`src/hw/routerPkg.sv`:
```
`default_nettype none

package routerPkg;

  ////////////////////
  // Sizes
  ////////////////////

  localparam int numPorts = 5;
  localparam int lenWidth = 12;
  localparam int dataWidth = 32;

  ////////////////////
  // Encodings
  ////////////////////

  // Index order is also the rotation order
  typedef enum logic [2:0] {
    LOCAL = 3'd0,
    NORTH = 3'd1,
    EAST  = 3'd2,
    WEST  = 3'd3,
    SOUTH = 3'd4
  } portIdx_e;

  typedef enum logic [2:0] {
    IDLE = 3'd0,
    HEAD = 3'd1,
    BODY = 3'd2,
    TAIL = 3'd3
  } flitType_e;

  // One-hot with the owner bit at port index plus one
  typedef enum logic [5:0] {
    ARB_IDLE  = 6'b000001,
    OWN_LOCAL = 6'b000010,
    OWN_NORTH = 6'b000100,
    OWN_EAST  = 6'b001000,
    OWN_WEST  = 6'b010000,
    OWN_SOUTH = 6'b100000
  } arbState_e;

  typedef struct packed {
    logic                 valid;
    flitType_e            ftype;
    logic [lenWidth-1:0]  length;
    logic [dataWidth-1:0] data;
  } flit_t;

  ////////////////////
  // State and port mapping
  ////////////////////

  function automatic arbState_e portToState(input portIdx_e port);
    return arbState_e'(6'b000010 << port);
  endfunction

  // ARB_IDLE and illegal codes fall back to LOCAL
  function automatic portIdx_e stateToPort(input arbState_e state);
    portIdx_e port;
    case (state)
      OWN_NORTH: port = NORTH;
      OWN_EAST:  port = EAST;
      OWN_WEST:  port = WEST;
      OWN_SOUTH: port = SOUTH;
      default:   port = LOCAL;
    endcase
    return port;
  endfunction

endpackage

`default_nettype wire
```
`src/hw/outPortArb.sv`:
```
`default_nettype none

module outPortArb (
  input  logic                            clk,
  input  logic                            rst,
  input  routerPkg::flit_t                inFlit [routerPkg::numPorts],
  input  logic [routerPkg::numPorts-1:0] req,
  output routerPkg::flit_t                outFlit,
  output routerPkg::arbState_e            owner
);

  import routerPkg::*;

  logic [numPorts-1:0] runTimer;
  logic [numPorts-1:0] timesUp;

  ////////////////////
  // Hold timers
  ////////////////////

  timerBank timerBank_i (
    .clk      (clk),
    .rst      (rst),
    .inFlit   (inFlit),
    .runTimer (runTimer),
    .timesUp  (timesUp)
  );

  ////////////////////
  // Grant FSM
  ////////////////////

  // The arbiter state doubles as the owner output
  grantArbiter grantArbiter_i (
    .clk      (clk),
    .rst      (rst),
    .req      (req),
    .timesUp  (timesUp),
    .runTimer (runTimer),
    .state    (owner)
  );

  ////////////////////
  // Output link
  ////////////////////

  outputMux outputMux_i (
    .clk     (clk),
    .rst     (rst),
    .inFlit  (inFlit),
    .state   (owner),
    .outFlit (outFlit)
  );

endmodule

`default_nettype wire

```
`src/hw/outputMux.sv`:
```
`default_nettype none

module outputMux (
  input  logic                 clk,
  input  logic                 rst,
  input  routerPkg::flit_t     inFlit [routerPkg::numPorts],
  input  routerPkg::arbState_e state,
  output routerPkg::flit_t     outFlit
);

  import routerPkg::*;

  portIdx_e sel;
  logic     selActive;
  flit_t    nextFlit;

  ////////////////////
  // Owner select
  ////////////////////

  assign sel = stateToPort(state);
  assign selActive = (state != ARB_IDLE);

  always_comb
  begin
    nextFlit = '0;
    if (selActive)
    begin
      nextFlit = inFlit[sel];
    end
  end

  ////////////////////
  // Output link register
  ////////////////////

  always_ff @(posedge clk)
  begin
    if (rst)
    begin
      outFlit <= '0;
    end
    else
    begin
      outFlit <= nextFlit;
    end
  end

  // Nothing may leave on the link one cycle after idle
  idleNoValid: assert property (
    @(posedge clk) disable iff (rst)
    (state == ARB_IDLE) |=> !outFlit.valid
  ) else $error("outputMux: valid flit after idle state");

endmodule

`default_nettype wire

```
`src/hw/grantArbiter.sv`:
```
`default_nettype none

module grantArbiter (
  input  logic                            clk,
  input  logic                            rst,
  input  logic [routerPkg::numPorts-1:0] req,
  input  logic [routerPkg::numPorts-1:0] timesUp,
  output logic [routerPkg::numPorts-1:0] runTimer,
  output routerPkg::arbState_e            state
);

  import routerPkg::*;

  arbState_e           nextState;
  portIdx_e            ownerPort;
  logic [numPorts-1:0] ownerMask;

  // First requester found when walking the ports from start, wrapping once
  function automatic arbState_e firstReq(
    input logic [numPorts-1:0] r,
    input int unsigned         start
  );
    arbState_e   pick;
    int unsigned idx;
    pick = ARB_IDLE;
    // Walk backwards so the nearest requester writes last
    for (int k = numPorts - 1; k >= 0; k--)
    begin
      idx = start + unsigned'(k);
      if (idx >= numPorts)
      begin
        idx = idx - numPorts;
      end
      if (r[idx])
      begin
        pick = portToState(portIdx_e'(idx[2:0]));
      end
    end
    return pick;
  endfunction

  ////////////////////
  // State register
  ////////////////////

  always_ff @(posedge clk)
  begin
    if (rst)
    begin
      state <= ARB_IDLE;
    end
    else
    begin
      state <= nextState;
    end
  end

  ////////////////////
  // Next state
  ////////////////////

  assign ownerPort = stateToPort(state);
  assign ownerMask = state[numPorts:1];

  always_comb
  begin
    runTimer = '0;
    nextState = state;
    case (state)
      ARB_IDLE:
      begin
        // Fixed order from idle with Local first
        nextState = firstReq(req, 0);
      end
      OWN_LOCAL, OWN_NORTH, OWN_EAST, OWN_WEST, OWN_SOUTH:
      begin
        if (req[ownerPort] && !timesUp[ownerPort])
        begin
          runTimer[ownerPort] = 1'b1;
        end
        else
        begin
          // Rotation starts after the owner and ends with the owner itself
          nextState = firstReq(req, int'(ownerPort) + 1);
        end
      end
      default:
      begin
        nextState = ARB_IDLE;
      end
    endcase
  end

  ////////////////////
  // Checks
  ////////////////////

  stateOneHot: assert property (
    @(posedge clk) disable iff (rst)
    $onehot(state)
  ) else $error("grantArbiter: state %b not one-hot", state);

  runTimerOwner: assert property (
    @(posedge clk) disable iff (rst)
    $onehot0(runTimer) && ((runTimer & ~ownerMask) == '0)
  ) else $error("grantArbiter: runTimer %b with state %b", runTimer, state);

  for (genvar i = 0; i < numPorts; i++)
  begin : gHoldChk
    // An owner that lets go of req loses the grant on the next edge
    noIdleHold: assert property (
      @(posedge clk) disable iff (rst)
      ownerMask[i] && !req[i] |=> !ownerMask[i]
    ) else $error("grantArbiter: port %0d held without req", i);
  end

endmodule

`default_nettype wire

```
`src/hw/timerBank.sv`:
```
`default_nettype none

module timerBank (
  input  logic                            clk,
  input  logic                            rst,
  input  routerPkg::flit_t                inFlit [routerPkg::numPorts],
  input  logic [routerPkg::numPorts-1:0] runTimer,
  output logic [routerPkg::numPorts-1:0] timesUp
);

  import routerPkg::*;

  logic [numPorts-1:0] headLoad;

  for (genvar i = 0; i < numPorts; i++)
  begin : gPort

    logic [lenWidth-1:0] limit;
    logic [lenWidth-1:0] count;

    // Only a head flit carries the packet length that sets the hold time
    assign headLoad[i] = inFlit[i].valid && (inFlit[i].ftype == HEAD);

    ////////////////////
    // Limit register
    ////////////////////

    always_ff @(posedge clk)
    begin
      if (rst)
      begin
        limit <= '0;
      end
      else if (headLoad[i])
      begin
        limit <= inFlit[i].length;
      end
    end

    ////////////////////
    // Hold counter
    ////////////////////

    // Counts cycles of ownership and returns to zero whenever the owner is not holding
    always_ff @(posedge clk)
    begin
      if (rst)
      begin
        count <= '0;
      end
      else if (!runTimer[i])
      begin
        count <= '0;
      end
      else
      begin
        count <= count + 1'b1;
      end
    end

    assign timesUp[i] = (count == limit);

    // The arbiter stops the timer on timesUp, so a count under a stable limit stays in range
    countInRange: assert property (
      @(posedge clk) disable iff (rst)
      runTimer[i] && (count <= limit) && !headLoad[i] |=> (count <= limit)
    ) else $error("timerBank: port %0d count %0d passed limit %0d", i, count, limit);

  end

endmodule

`default_nettype wire

```
`config.mk`:
```
export PLATFORM = sky130hd
export DESIGN_NAME = outPortArb
export DESIGN_NICKNAME = d
export VERILOG_FILES = /design/src/hw/routerPkg.sv /design/src/hw/outPortArb.sv /design/src/hw/outputMux.sv /design/src/hw/grantArbiter.sv /design/src/hw/timerBank.sv
export SDC_FILE = /design/constraint.sdc
export NUM_CORES = 1
export LEC_CHECK = 0
export BUFFER_PORTS_ARGS = -buffer_cell sky130_fd_sc_hd__buf_2
export CORE_AREA = 2 2 120 210
export DETAILED_ROUTE_END_ITERATION = 8
export DIE_AREA = 0 0 122 212
export SLEW_MARGIN = 20
export SYNTH_ARGS = -nofsm -noshare
export SYNTH_HDL_FRONTEND = slang
export SYNTH_SLANG_ARGS = --single-unit
```
`constraint.sdc`:
```
create_clock -name clk -period 12.7 [get_ports clk]
set_input_delay 0.635 -clock clk [delete_from_list [all_inputs] [get_ports clk]]
set_output_delay 0.635 -clock clk [all_outputs]
set_load 0.05 [all_outputs]
```
==> qor.yml <==
cts.root.buffer_cell: "clkbuf_16"
final_nets: 1812
timing.final.crit_share_pct: 46.20
synth_fp_nets: 1566
maxSlewHeadroom_pct: 41.60
seq_area_frac_synth_pct: 36.36
fin_crit_ns: 5.867
cts.clk_slew.worst_paths_ns: 0.07
synth_seq_cells: 174
synth-edff-count: 0
placed_area_um2: 11200
drtPass1Iterations: 5
min_path_type: "in2reg"
powerDensity_nw_per_um2: 152.5
crit_path_max_incr_delay_ns: 0.82
finalPower_uw: 1807
worstPathArrival_ns: 6.16
io_pins: 301
setup_viol: 0
ir_worst_vdd_v: 0.0001062
grt_pass1_vias: 9767
die_area_um2: 25860
setup_slack_ns: 6.833
gp_congestion: 0.9355
post_cts_resized: 0
r2r_slack_ns: 6.83
path_class: "reg2reg"
diodes: 0
sw_frac_of_total_pct: 38.99
place_hpwl_um: 29760
grt_max_degree: 75
cts_hold_buf: 0
rows: 76
power.share.combinational_pct: 33.2
switching_power_uw: 704.6
clkPwrFrac_pct: 32.3
dp_slack_ns: 6.897
via_count: 10130
clk_latency_ns: 0.45
fin_area_um2: 11850
status: "finished clean"
path_cells: "or4_4 > nor2_4 > buf_4 > ha_1 > clkinv_1 > a21boi_0 > a21oi_1 > a31oi_1 > o21bai_1 > a221o_1 > o211ai_1 > a311oi_1"
core_um2: 24250
multi_input_area_um2: 5705
power_leakage_uw: 0.005304
worstPathRequired_ns: 12.99
die_w_um: 122
syn-mean-instance-area_um2: 7.341
antenna_found_initial: 5
skew_ns: 0.01219
postRouteAntennaNets: 0
drive_gt1_share_pct: 23.29
intPower_uw: 1103
cts_tree: "yes"
rsz0062_at_grt: "no"
cp_max_fo: 49
cts-htree-levels: 4
synth-async-reset-ratio_pct: 0
critical-path-top-delay-family: "compound AO/OA/AOI/OAI gates"
seqCellArea_um2: 3483
grt.total_usage_pct: 29.33
cp-start-kind: "register"
hold_violations: 0
fillers: 2516
slowest_stage: "ha_1"
start_util_pct: 39.51
grt_pass1_wl_um: 56170
timing.setup.tns_ns: 0
area_growth_pct: 23.66
maxCapViolations: 0
portBuffers: 300
drc: 0
final_cells: 1875
numCtsBuffers: 17
synthCells: 1305
seq_power_share_pct: 34.5
post-cts-setup-buffers: 0
grt_overflow: 0
place_inst: 1844
slew_viol_final: 0
yosys_warnings: 0
numClockSinks: 174
path_buf_inv: 2
drtIter0Drc: 645
max_freq_mhz: 170.4
ys.flop_type: "dfxtp_1"
ctsLongestPathBuffers: 2
die-height_um: 212
vias_per_cell: 5.404
synth_cell_types: 63
syn-cell-area_um2: 9580
wl_per_cell_um: 20.24
wl_um: 37950
tightest_slew_ns: 0.8761
crit_path_end_kind: "register"
## cell families after synthesis
family,after synthesis,share of synthesized area [%]
flip-flops,174,36.36
adder cells (fa/ha/maj),14,1.828
buffers and inverters,95,4.270
XOR/XNOR,118,10.79
multiplexers,12,1.437
AND/OR/NAND/NOR,630,28.74
AO/OA/AOI/OAI,262,16.57
## area by class of cell
cell class / count / share of cell area, %
repair buffers: 309 / 13.24
multi-input cells: 1036 / 48.16
clock buffers: 18 / 3.707
clock inverters: 13 / 1.764
flip-flops and latches: 174 / 29.40
inverters: 13 / 0.4330
well taps: 312 / 3.295
## cells in the final DEF (no fill, tap or decap), types with 3 or more instances in the layout
cell       Yosys  routed
a211oi_1      49      49
a21oi_1      165     165
a221o_1        3       3
a31oi_1        4       4
and2_1        12      12
and3_1        30      30
buf_2          5     300
buf_4          0       9
bufinv_16      0       4
clkbuf_16      0      17
clkinv_4       0       3
dfxtp_1      174     174
ha_1          14      14
inv_1         11      10
mux2_2         4       4
mux2i_1        7       7
nand2_1      341     340
nand2b_1       4       3
nand3_1       42      42
nand4_1        8       8
nor2_1       129     128
nor2b_1        5       5
nor3_1        18      18
nor4_1        19      19
o21ai_0        8       8
o22ai_1        5       5
o2bb2ai_1      3       3
or3_1          7       7
or4_4          5       5
xnor2_1       37      37
xor2_1        81      81
## per-stage QoR
stage / utilization, % / hold slack, ns
after global routing: 48.86 / 0.4122
after floorplan: - / 0.4354
after global placement: 46.19 / 0.4537
final: 48.86 / 0.4087
after CTS: 48.86 / 0.3939
after detailed placement: 46.19 / 0.4586
## per-layer routing
layer | global-route usage (%) | wire length (µm)
met3 | 6.599 | 2537
met4 | 14.55 | 1756
met5 | 0 | 41
met2 | 50.51 | 18940
met1 | 33.78 | 14670
## Yosys cell counts (all sizes together) (2+ instances only)
cell,instances,area (µm²)
clkbuf,55,207.7
a41oi,2,17.52
o221ai,2,17.52
inv,12,45.04
mux2,4,45.04
a311oi,2,17.52
xor2,81,709.4
nor3,19,106.4
and3,30,187.7
nand2b,4,25.02
nand4,8,50.05
o21ai,8,40.04
nor2,131,496.7
a22o,2,17.52
mux2i,7,70.07
xnor2,37,324.1
nor2b,5,31.28
and2,12,75.07
o2bb2ai,3,26.28
a21oi,165,825.8
or3,7,43.79
ha,14,175.2
o41ai,2,25.03
nor4b,2,17.52
dfxtp,174,3483
or4,5,56.30
a2111oi,2,23.77
nor4,20,140.1
a211oi,50,387.9
buf,27,152.6
nand2,341,1280
nand3,42,210.2
a221o,3,30.03
o22ai,5,31.28
a31oi,4,25.02
## path summary, 6_finish.rpt
| check | cells after the start | from | to |
|---|---|---|---|
| setup / recovery | 12 | grantArbiter_i.state[3] | grantArbiter_i.state[4] |
| hold / removal | 3 | inFlit[23] | outputMux_i.outFlit[23] |
| setup reg to reg | 12 | grantArbiter_i.state[3] | grantArbiter_i.state[4] |
| hold reg to reg | 2 | timerBank_i.gPort[2].limit[9] | timerBank_i.gPort[2].limit[9] |
## power by group through the flow
stage          registers (µW)  logic, µW  clock network (µW)
4_1_cts                   623        603                 592
3_3_place_gp              634        603                   0
3_5_place_dp              636        601                   0
6_report                  623        601                 583
2_1_floorplan             777        257                   0
5_1_grt                   627        644                 613
## sequential cells by signal, summed over array words and instances, names as in the netlist
signal                   cells
grantArbiter_i.state         6
outputMux_i.outFlit         48
timerBank_i.gPort.count     60
timerBank_i.gPort.limit     60
## worst reg2reg max path, stage by stage (launching register included)
cell,delay [ns]
dfxtp_1,0.42
or4_4,0.62
nor2_4,0.60
buf_4,0.59
ha_1,0.84
clkinv_1,0.59
a21boi_0,0.81
a21oi_1,0.15
a31oi_1,0.30
o21bai_1,0.21
a221o_1,0.30
o211ai_1,0.15
a311oi_1,0.13
Power figures use the tool's default switching activity.
